**src/hdl/pid_settings.svh**
```systemverilog
`ifndef PID_SETTINGS_SVH
`define PID_SETTINGS_SVH

////////////////////////////////////////////////////////////
// datapath widths
////////////////////////////////////////////////////////////

`define PID_W_ADC           16  // raw adc sample
`define PID_OS_LOG2         3   // 8 samples per block
`define PID_W_IN            18  // filtered sample
`define PID_W_EP            16  // host word, coefficients
`define PID_W_OUT           48  // pid accumulator, wide to keep clear of the rails
`define PID_W_DAC           16  // dac word
`define PID_COMP_LATENCY    1   // cycles spent in compute state

////////////////////////////////////////////////////////////
// host register map
////////////////////////////////////////////////////////////

`define PID_ADDR_SETPOINT   3'd0
`define PID_ADDR_P          3'd1
`define PID_ADDR_I          3'd2
`define PID_ADDR_D          3'd3
`define PID_ADDR_SHIFT      3'd4  // output shift, low 6 bits
`define PID_ADDR_CTRL       3'd5  // bit 0 is update enable
`define PID_ADDR_UPDATE     3'd6  // strobe only, data ignored
`define PID_ADDR_CLEAR      3'd7  // strobe only, data ignored

`endif

```
**src/hdl/pid_pkg.sv**
```systemverilog
`include "pid_settings.svh"

package pid_pkg;

	////////////////////////////////////////////////////////////
	// sample and output words
	////////////////////////////////////////////////////////////

	typedef logic signed [`PID_W_ADC-1:0] adc_sample_t;  // two's complement from adc
	typedef logic signed [`PID_W_IN-1:0]  filt_sample_t; // block average
	typedef logic signed [`PID_W_OUT-1:0] pid_out_t;     // full width control value
	typedef logic        [`PID_W_DAC-1:0] dac_word_t;    // offset binary

	////////////////////////////////////////////////////////////
	// host side
	////////////////////////////////////////////////////////////

	// one register write from the host
	typedef struct packed {
		logic [2:0]           addr; // see PID_ADDR_*
		logic [`PID_W_EP-1:0] data; // raw host word
	} host_wr_t;

	// loop parameters, staged and active copies share this layout
	typedef struct packed {
		logic signed [`PID_W_EP-1:0] setpoint; // lock point
		logic signed [`PID_W_EP-1:0] p;        // proportional
		logic signed [`PID_W_EP-1:0] i;        // integral
		logic signed [`PID_W_EP-1:0] d;        // derivative
	} pid_params_t;

endpackage

```
**src/hdl/oversample_filter.sv**
```systemverilog
`timescale 1ns/10ps
`include "pid_settings.svh"

module oversample_filter (
	input  logic                  clk_in,      // system clock
	input  logic                  reset_in,    // sync reset
	input  pid_pkg::adc_sample_t  adc_sample,  // raw sample
	input  logic                  adc_valid,   // sample strobe
	output pid_pkg::filt_sample_t filt_sample, // block average
	output logic                  filt_valid   // average strobe
);

	////////////////////////////////////////////////////////////
	// block accumulator
	////////////////////////////////////////////////////////////

	// sum of a full block needs OS_LOG2 extra bits
	localparam int W_ACC = `PID_W_ADC + `PID_OS_LOG2;

	logic [`PID_OS_LOG2-1:0] sample_cnt;  // position within block
	logic signed [W_ACC-1:0] acc;         // running block sum
	logic signed [W_ACC-1:0] acc_next;    // sum including current sample
	logic signed [W_ACC-1:0] avg;         // sum scaled back down
	logic                    last_sample; // closing sample of block

	assign acc_next    = acc + adc_sample;               // sign extended add
	assign avg         = acc_next >>> `PID_OS_LOG2;      // arithmetic divide by 8
	assign last_sample = adc_valid && (sample_cnt == '1); // counter wraps after this

	// count and sum, restart after each block
	always_ff @(posedge clk_in) begin
		if (reset_in) begin
			sample_cnt <= '0;
			acc        <= '0;
			filt_valid <= 1'b0;
		end else begin
			filt_valid <= last_sample; // one cycle after closing sample
			if (adc_valid) begin
				sample_cnt <= sample_cnt + 1'b1; // natural wrap at block end
				if (last_sample) begin
					acc <= '0;                 // fresh block
				end else begin
					acc <= acc_next;
				end
			end
		end
	end

	////////////////////////////////////////////////////////////
	// output register
	////////////////////////////////////////////////////////////

	// average of 16 bit samples fits easily in the filtered width
	always_ff @(posedge clk_in) begin
		if (last_sample) begin
			filt_sample <= avg[`PID_W_IN-1:0]; // top bit is only sign copy
		end
	end

endmodule

```
**src/hdl/pid_param_bank.sv**
```systemverilog
`timescale 1ns/10ps
`include "pid_settings.svh"

module pid_param_bank (
	input  logic                 clk_in,        // system clock
	input  logic                 reset_in,      // sync reset
	input  pid_pkg::host_wr_t    host_wr,       // address and data
	input  logic                 host_wr_valid, // write strobe
	output pid_pkg::pid_params_t staged_params, // waiting for update
	output logic [5:0]           out_shift,     // scaler shift amount
	output logic                 update_en,     // lets update through
	output logic                 update,        // copy staged to active
	output logic                 clear          // wipe pid history
);

	////////////////////////////////////////////////////////////
	// address decode
	////////////////////////////////////////////////////////////

	logic wr_update; // write hits update address
	logic wr_clear;  // write hits clear address

	assign wr_update = host_wr_valid && (host_wr.addr == `PID_ADDR_UPDATE);
	assign wr_clear  = host_wr_valid && (host_wr.addr == `PID_ADDR_CLEAR);

	////////////////////////////////////////////////////////////
	// staged registers
	////////////////////////////////////////////////////////////

	// all values land at the accepting edge
	always_ff @(posedge clk_in) begin
		if (reset_in) begin
			staged_params <= '0;
			out_shift     <= '0;
			update_en     <= 1'b0;
		end else if (host_wr_valid) begin
			case (host_wr.addr)
				`PID_ADDR_SETPOINT: staged_params.setpoint <= host_wr.data;
				`PID_ADDR_P:        staged_params.p        <= host_wr.data;
				`PID_ADDR_I:        staged_params.i        <= host_wr.data;
				`PID_ADDR_D:        staged_params.d        <= host_wr.data;
				`PID_ADDR_SHIFT:    out_shift              <= host_wr.data[5:0];
				`PID_ADDR_CTRL:     update_en              <= host_wr.data[0];
				default: ;                                 // update and clear are strobes
			endcase
		end
	end

	////////////////////////////////////////////////////////////
	// control strobes
	////////////////////////////////////////////////////////////

	// one cycle each, registered so the core sees them after the write edge
	always_ff @(posedge clk_in) begin
		if (reset_in) begin
			update <= 1'b0;
			clear  <= 1'b0;
		end else begin
			update <= wr_update;
			clear  <= wr_clear;
		end
	end

endmodule

```
**src/hdl/pid_core.sv**
```systemverilog
`timescale 1ns/10ps
`include "pid_settings.svh"

module pid_core (
	input  logic                  clk_in,        // system clock
	input  logic                  reset_in,      // sync reset
	input  pid_pkg::filt_sample_t filt_sample,   // averaged sample
	input  logic                  filt_valid,    // sample strobe
	input  pid_pkg::pid_params_t  staged_params, // from param bank
	input  logic                  update_en,     // gate for update
	input  logic                  update,        // load active params
	input  logic                  clear,         // zero history
	output pid_pkg::pid_out_t     pid_out,       // control value
	output logic                  pid_valid      // output strobe
);

	////////////////////////////////////////////////////////////
	// constants and state
	////////////////////////////////////////////////////////////

	localparam pid_pkg::pid_out_t MAX_OUTPUT = {1'b0, {(`PID_W_OUT-1){1'b1}}};
	localparam pid_pkg::pid_out_t MIN_OUTPUT = ~MAX_OUTPUT;
	localparam logic [7:0]        CNT_LAST   = 8'(`PID_COMP_LATENCY - 1);

	typedef enum logic [1:0] {
		ST_IDLE,    // wait for sample
		ST_COMPUTE, // products into delta register
		ST_SEND,    // sum and rail into output register
		ST_DONE     // shift history
	} state_t;

	state_t     state;      // current state
	state_t     next_state; // decoded next state
	logic [7:0] counter;    // cycles spent in compute

	////////////////////////////////////////////////////////////
	// datapath registers
	////////////////////////////////////////////////////////////

	pid_pkg::filt_sample_t       data;     // captured sample
	logic signed [`PID_W_EP-1:0] setpoint; // active setpoint
	logic signed [`PID_W_EP-1:0] p_coef;   // active p
	logic signed [`PID_W_EP-1:0] i_coef;   // active i
	logic signed [`PID_W_EP-1:0] d_coef;   // active d

	logic signed [`PID_W_IN:0]   e_cur;    // setpoint minus sample
	logic signed [`PID_W_IN:0]   e_prev_0; // e[n-1]
	logic signed [`PID_W_IN:0]   e_prev_1; // e[n-2]

	logic signed [`PID_W_EP+1:0] k1;       // p+i+d
	logic signed [`PID_W_EP+1:0] k2;       // -p-2d
	logic signed [`PID_W_EP+1:0] k3;       // d

	pid_pkg::pid_out_t delta_u; // velocity term
	pid_pkg::pid_out_t delta_q; // registered velocity term
	pid_pkg::pid_out_t u_prev;  // last output
	pid_pkg::pid_out_t u_cur;   // unrailed new output
	pid_pkg::pid_out_t u_rail;  // rail picked by old sign
	logic              overflow;

	////////////////////////////////////////////////////////////
	// arithmetic
	////////////////////////////////////////////////////////////

	assign e_cur = setpoint - data; // 19 bits, no wrap

	// z-form coefficients
	assign k1 = p_coef + i_coef + d_coef;
	assign k2 = -p_coef - (d_coef <<< 1);
	assign k3 = d_coef;

	// all signed, operands widen to the accumulator before multiply
	assign delta_u = k1 * e_cur + k2 * e_prev_0 + k3 * e_prev_1;
	assign u_cur   = u_prev + delta_q;

	// same sign in, different sign out
	assign overflow = (delta_q[`PID_W_OUT-1] == u_prev[`PID_W_OUT-1]) &&
		(u_cur[`PID_W_OUT-1] != u_prev[`PID_W_OUT-1]);
	assign u_rail   = u_prev[`PID_W_OUT-1] ? MIN_OUTPUT : MAX_OUTPUT;

	////////////////////////////////////////////////////////////
	// fsm
	////////////////////////////////////////////////////////////

	always_comb begin
		next_state = state;
		case (state)
			ST_IDLE:    if (filt_valid) next_state = ST_COMPUTE; // busy otherwise
			ST_COMPUTE: if (counter == CNT_LAST) next_state = ST_SEND;
			ST_SEND:    next_state = ST_DONE;
			ST_DONE:    next_state = ST_IDLE;
			default:    next_state = ST_IDLE;
		endcase
	end

	always_ff @(posedge clk_in) begin
		if (reset_in) begin
			state   <= ST_IDLE;
			counter <= '0;
		end else begin
			state <= next_state;
			if (state != next_state) begin
				counter <= '0;          // restart on every transition
			end else if (state == ST_COMPUTE) begin
				counter <= counter + 1'b1;
			end
		end
	end

	////////////////////////////////////////////////////////////
	// sequential datapath
	////////////////////////////////////////////////////////////

	// payload stages, loaded by state
	always_ff @(posedge clk_in) begin
		if ((state == ST_IDLE) && filt_valid) begin
			data <= filt_sample;     // samples arriving while busy are lost
		end
		if (state == ST_COMPUTE) begin
			delta_q <= delta_u;
		end
		if (state == ST_SEND) begin
			pid_out <= overflow ? u_rail : u_cur; // held until next send
		end
	end

	always_ff @(posedge clk_in) begin
		if (reset_in) begin
			pid_valid <= 1'b0;
		end else begin
			pid_valid <= (state == ST_SEND); // high during done
		end
	end

	// active parameters, only when host allows
	always_ff @(posedge clk_in) begin
		if (reset_in) begin
			setpoint <= '0;
			p_coef   <= '0;
			i_coef   <= '0;
			d_coef   <= '0;
		end else if (update && update_en) begin
			setpoint <= staged_params.setpoint;
			p_coef   <= staged_params.p;
			i_coef   <= staged_params.i;
			d_coef   <= staged_params.d;
		end
	end

	// error and output history
	always_ff @(posedge clk_in) begin
		if (reset_in || clear) begin
			u_prev   <= '0;
			e_prev_0 <= '0;
			e_prev_1 <= '0;
		end else if (state == ST_DONE) begin
			u_prev   <= pid_out;  // railed value, not raw sum
			e_prev_0 <= e_cur;
			e_prev_1 <= e_prev_0;
		end
	end

endmodule

```
**src/hdl/output_scaler.sv**
```systemverilog
`timescale 1ns/10ps
`include "pid_settings.svh"

module output_scaler (
	input  logic               clk_in,    // system clock
	input  logic               reset_in,  // sync reset
	input  pid_pkg::pid_out_t  pid_out,   // wide control value
	input  logic               pid_valid, // value strobe
	input  logic [5:0]         out_shift, // right shift amount
	output pid_pkg::dac_word_t dac_word,  // offset binary
	output logic               dac_valid  // word strobe
);

	////////////////////////////////////////////////////////////
	// shift and clamp
	////////////////////////////////////////////////////////////

	localparam logic signed [`PID_W_DAC-1:0] DAC_MAX = {1'b0, {(`PID_W_DAC-1){1'b1}}};
	localparam logic signed [`PID_W_DAC-1:0] DAC_MIN = ~DAC_MAX;

	pid_pkg::pid_out_t            shifted;     // scaled control value
	logic [`PID_W_OUT-`PID_W_DAC-1:0] upper;   // bits above the dac sign
	logic                         clip_hi;     // beyond positive range
	logic                         clip_lo;     // beyond negative range
	logic signed [`PID_W_DAC-1:0] clamped;     // two's complement dac value

	assign shifted = pid_out >>> out_shift; // keeps sign
	assign upper   = shifted[`PID_W_OUT-2:`PID_W_DAC-1];

	// in range only when every upper bit copies the sign
	assign clip_hi = !shifted[`PID_W_OUT-1] && (|upper);
	assign clip_lo = shifted[`PID_W_OUT-1] && !(&upper);

	always_comb begin
		if (clip_hi) begin
			clamped = DAC_MAX;
		end else if (clip_lo) begin
			clamped = DAC_MIN;
		end else begin
			clamped = shifted[`PID_W_DAC-1:0];
		end
	end

	////////////////////////////////////////////////////////////
	// output register
	////////////////////////////////////////////////////////////

	// sign flip gives offset binary, zero lands mid scale
	always_ff @(posedge clk_in) begin
		if (pid_valid) begin
			dac_word <= {~clamped[`PID_W_DAC-1], clamped[`PID_W_DAC-2:0]};
		end
	end

	always_ff @(posedge clk_in) begin
		if (reset_in) begin
			dac_valid <= 1'b0;
		end else begin
			dac_valid <= pid_valid; // one cycle behind
		end
	end

endmodule

```
**src/hdl/pid_lock_top.sv**
```systemverilog
`timescale 1ns/10ps

module pid_lock_top (
	input  logic               clk_in,        // system clock
	input  logic               reset_in,      // sync reset
	input  pid_pkg::adc_sample_t adc_sample,  // raw adc data
	input  logic               adc_valid,     // adc strobe
	input  pid_pkg::host_wr_t  host_wr,       // host register write
	input  logic               host_wr_valid, // host strobe
	output pid_pkg::dac_word_t dac_word,      // to dac serializer
	output logic               dac_valid,     // dac strobe
	output pid_pkg::pid_out_t  pid_out,       // wide output, for source mux
	output logic               pid_valid      // pid strobe
);

	////////////////////////////////////////////////////////////
	// internal nets
	////////////////////////////////////////////////////////////

	pid_pkg::filt_sample_t filt_sample;   // filter to core
	logic                  filt_valid;
	pid_pkg::pid_params_t  staged_params; // bank to core
	logic                  update_en;
	logic                  update;
	logic                  clear;
	logic [5:0]            out_shift;     // bank to scaler

	////////////////////////////////////////////////////////////
	// blocks
	////////////////////////////////////////////////////////////

	oversample_filter filter0 (
		.clk_in      (clk_in),
		.reset_in    (reset_in),
		.adc_sample  (adc_sample),
		.adc_valid   (adc_valid),
		.filt_sample (filt_sample),
		.filt_valid  (filt_valid)
	);

	pid_param_bank bank0 (
		.clk_in        (clk_in),
		.reset_in      (reset_in),
		.host_wr       (host_wr),
		.host_wr_valid (host_wr_valid),
		.staged_params (staged_params),
		.out_shift     (out_shift),
		.update_en     (update_en),
		.update        (update),
		.clear         (clear)
	);

	pid_core core0 (
		.clk_in        (clk_in),
		.reset_in      (reset_in),
		.filt_sample   (filt_sample),
		.filt_valid    (filt_valid),
		.staged_params (staged_params),
		.update_en     (update_en),
		.update        (update),
		.clear         (clear),
		.pid_out       (pid_out),
		.pid_valid     (pid_valid)
	);

	output_scaler scaler0 (
		.clk_in    (clk_in),
		.reset_in  (reset_in),
		.pid_out   (pid_out),
		.pid_valid (pid_valid),
		.out_shift (out_shift),
		.dac_word  (dac_word),
		.dac_valid (dac_valid)
	);

endmodule

```
**config.mk**
```make
export PLATFORM = sky130hd
export DESIGN_NAME = pid_lock_top
export DESIGN_NICKNAME = d
export VERILOG_FILES = /design/src/hdl/pid_pkg.sv /design/src/hdl/oversample_filter.sv /design/src/hdl/pid_param_bank.sv /design/src/hdl/pid_core.sv /design/src/hdl/output_scaler.sv /design/src/hdl/pid_lock_top.sv
export VERILOG_INCLUDE_DIRS = /design/src /design/src/hdl
export SDC_FILE = /design/constraint.sdc
export NUM_CORES = 2
export LEC_CHECK = 0
export BUFFER_PORTS_ARGS = -buffer_cell sky130_fd_sc_hd__buf_2
export CAP_MARGIN = 15
export CORE_ASPECT_RATIO = 0.9
export CORE_MARGIN = 2
export CORE_UTILIZATION = 55
export DETAILED_ROUTE_END_ITERATION = 10
export PLACE_DENSITY = 0.8
export REMOVE_ABC_BUFFERS = 1
export SYNTH_ARGS = -nofsm -noshare
export SYNTH_HDL_FRONTEND = slang
export SYNTH_SLANG_ARGS = --single-unit
```
**constraint.sdc**
```tcl
create_clock -name clk_in -period 26.1 [get_ports clk_in]
set_input_delay 2.61 -clock clk_in [delete_from_list [all_inputs] [get_ports clk_in]]
set_output_delay 2.61 -clock clk_in [all_outputs]
set_load 0.01 [all_outputs]
```
==> impl_metrics.tcl <==
set metrics [dict create \
    rsz0062_at_grt "no" \
    ys_top_cells_by_area "fa_1 (33%), ha_1 (9.2%), dfxtp_1 (8.5%)" \
    clk_pin_slew_ns 0.07 \
    vias_per_cell 5.78 \
    ys_warn_count 0 \
    path_delay_family "adder cells" \
    rows 114 \
    dieArea_mm2 0.111 \
    synth_area_mm2 0.0597 \
    wl_per_cell_um 20.5 \
    antenna_found_initial 4 \
    remaining_drc_errors 0 \
    max_slew_margin_pct 13.2 \
    clock-sinks 398 \
    synth_edf_count 144 \
    crit_type "reg2reg" \
    maxCapViolCount 0 \
    ctsRootBufferMaster "clkbuf_16" \
    static-leakage-power_nw 29.2 \
    tightestPinTransition_ns 1.30 \
    post_cts.repair.setup_buffers 0 \
    start_util_pct 55.5 \
    nNetsFinal 8094 \
    synthDistinctLibCells 96 \
    status "finished, final reports clean" \
    globalplace.congestion 1.03 \
    avgSynthCellArea_um2 8.96 \
    detail-route-antenna-nets 0 \
    worstSetupEndpointType "flop" \
    post_cts_resize_count 0 \
    globalRouteTotalUtil_pct 30.7 \
    dp_hpwl_um 132000 \
    drt_iter0_markers 4248 \
    grt_pass1_vias 48857 \
    synthCells 6665 \
    hold_path.class "reg2reg" \
    fill_cells 9215 \
    startpoint_type "flop" \
    cts_tree "built" \
    setup_tns_ns 0 \
    final_hold_viol_count 0 \
    synthTopCellsByCount "inv_1 (1118), fa_1 (986), nand2_1 (968), a21oi_1 (460), ha_1 (438)" \
    die_y_um 317 \
    crit_path_max_fanout 20 \
    async_flop_share_pct 0 \
    synth_ff_type "dfxtp_1" \
    vias 46917 \
    core_area_mm2 0.108 \
    synth_top_area_share_pct 33.0 \
    path_buf_inv 6 \
    drv_slew 0 \
    crit_top_cell "fa_1" \
    gr-total-overflow 0 \
    boundaryPins 105 \
    die_w_um 351 \
    synth-seq-cells 398 \
    grt_max_degree 78 \
    period_share_pct 50.3 \
    final_area_mm2 0.0632 \
    fin_cells 8121 \
    yosys.cell_count.top_type "inv_1" \
    grt_pass1_wl_um 267000 \
    crit_arrival_ns 13.58 \
    setup_viol 0 \
    slowest_stage "dfxtp_1" \
    ctsHoldBuffers 0 \
    skew_ns 0.0520 \
    cp.required_ns 26.56 \
    drive_gt1_share_pct 6.13 \
    multiInputGateArea_mm2 0.0450 \
    critical_path.max_stage_delay_ns 0.81 \
    routed_wirelength_um 166000 \
    area_growth_syn_to_layout_pct 5.89 \
    dpl_cell_area_mm2 0.0617 \
    period_needed_ns 13.12 \
    fmax_ghz 0.0762 \
    dp.cells 8033 \
    powerDensity_mw_per_mm2 23.4 \
    yosys.area.top_type "fa_1" \
    h-tree-depth 2 \
    cts_buffer_depth 3 \
    synth_seq_area_share_pct 15.8 \
    port_buffers 104 \
    ir_worst_vdd_mv 0.0449 \
    worstSkewPairLatency_ns 0.64 \
    regArea_mm2 0.00942 \
    first_pass_iters 8 \
    cts_made_buffers 44 \
]
metrics by stage:
stage / total power, W / util, % / setup slack [ns] / hold slack (ns)
5_1_grt: 0.00152 / 58.8 / 12.28 / 0.437
6_report: 0.00148 / 58.8 / 12.98 / 0.422
3_5_place_dp: 0.000837 / 57.4 / 13.18 / 0.408
2_1_floorplan: 0.000785 / - / 14.88 / 0.400
4_1_cts: 0.00148 / 58.8 / 13.10 / 0.423
3_3_place_gp: 0.000833 / 57.4 / 13.51 / 0.401
final cells by class:
type                    instances  share of cell area, %
clock inverters                27                  0.491
well taps                    1450                   2.87
inverters                    1120                   6.65
diodes                          4                 0.0158
multi-input cells            4865                   71.2
clock buffers                  55                   1.89
flip-flops and latches        398                   14.9
repair buffers                202                   1.99
placed cells by master, fill, tap and decap left out, types with 45 or more instances in the layout:
cell / count
a211oi_1: 48
a21o_1: 107
a21oi_1: 460
and2_1: 293
buf_2: 103
buf_4: 97
clkbuf_16: 45
dfxtp_1: 250
edfxtp_1: 144
fa_1: 986
ha_1: 438
inv_1: 1117
mux2i_1: 82
nand2_1: 966
nand2b_1: 66
nand3_1: 55
nor2_1: 374
nor2b_1: 59
nor3_1: 57
o21ai_0: 157
xnor2_1: 150
xor2_1: 94
path summary, 6_finish.rpt:
kind                     startpoint                end  slack, ns  depth (start not counted)
min reg2reg  filter0.filt_sample[8]      core0.data[8]       0.42                          0
min          filter0.filt_sample[8]      core0.data[8]       0.42                          0
max reg2reg         core0.d_coef[1]  core0.delta_q[41]      12.98                         41
max                 core0.d_coef[1]  core0.delta_q[41]      12.98                         41
where the power goes:
part	switching (W)	internal (W)
Clock	0.000289	0.000362
Sequential	0.0000166	0.000661
Combinational	0.0000933	0.0000574
logic make-up (layout without fill, tap and decap cells):
family	count (synthesis)	after routing	synth area share, %
compound gates	1017	1017	10.4
xor+xnor	252	252	3.70
fa+ha+maj	1425	1425	42.2
buf+inv	1402	1404	8.98
flops	398	398	15.8
mux	155	155	3.48
other cells	0	4	0
simple gates	2016	2016	15.4
registers in the layout, indices dropped and copies added, names as in the netlist, 16 cells and up:
register	flops
bank0.staged_params	64
core0.d_coef	16
core0.data	16
core0.delta_q	48
core0.e_prev_0	17
core0.e_prev_1	17
core0.i_coef	16
core0.p_coef	16
core0.pid_out	48
core0.setpoint	16
core0.u_prev	48
filter0.acc	19
filter0.filt_sample	16
scaler0.dac_word	16
metal layers:
metal	vias to the layer above	share of wire (%)	GRT usage (%)	wire, um
met5	-	0.016	0	27
met4	4	4.0	11.7	6680
met3	411	12	7.70	19300
met2	2382	44	47.7	73000
met1	23041	40	41.6	67300
li1	21079	-	-	-
Note: power is estimated with default switching activity, not from simulation.
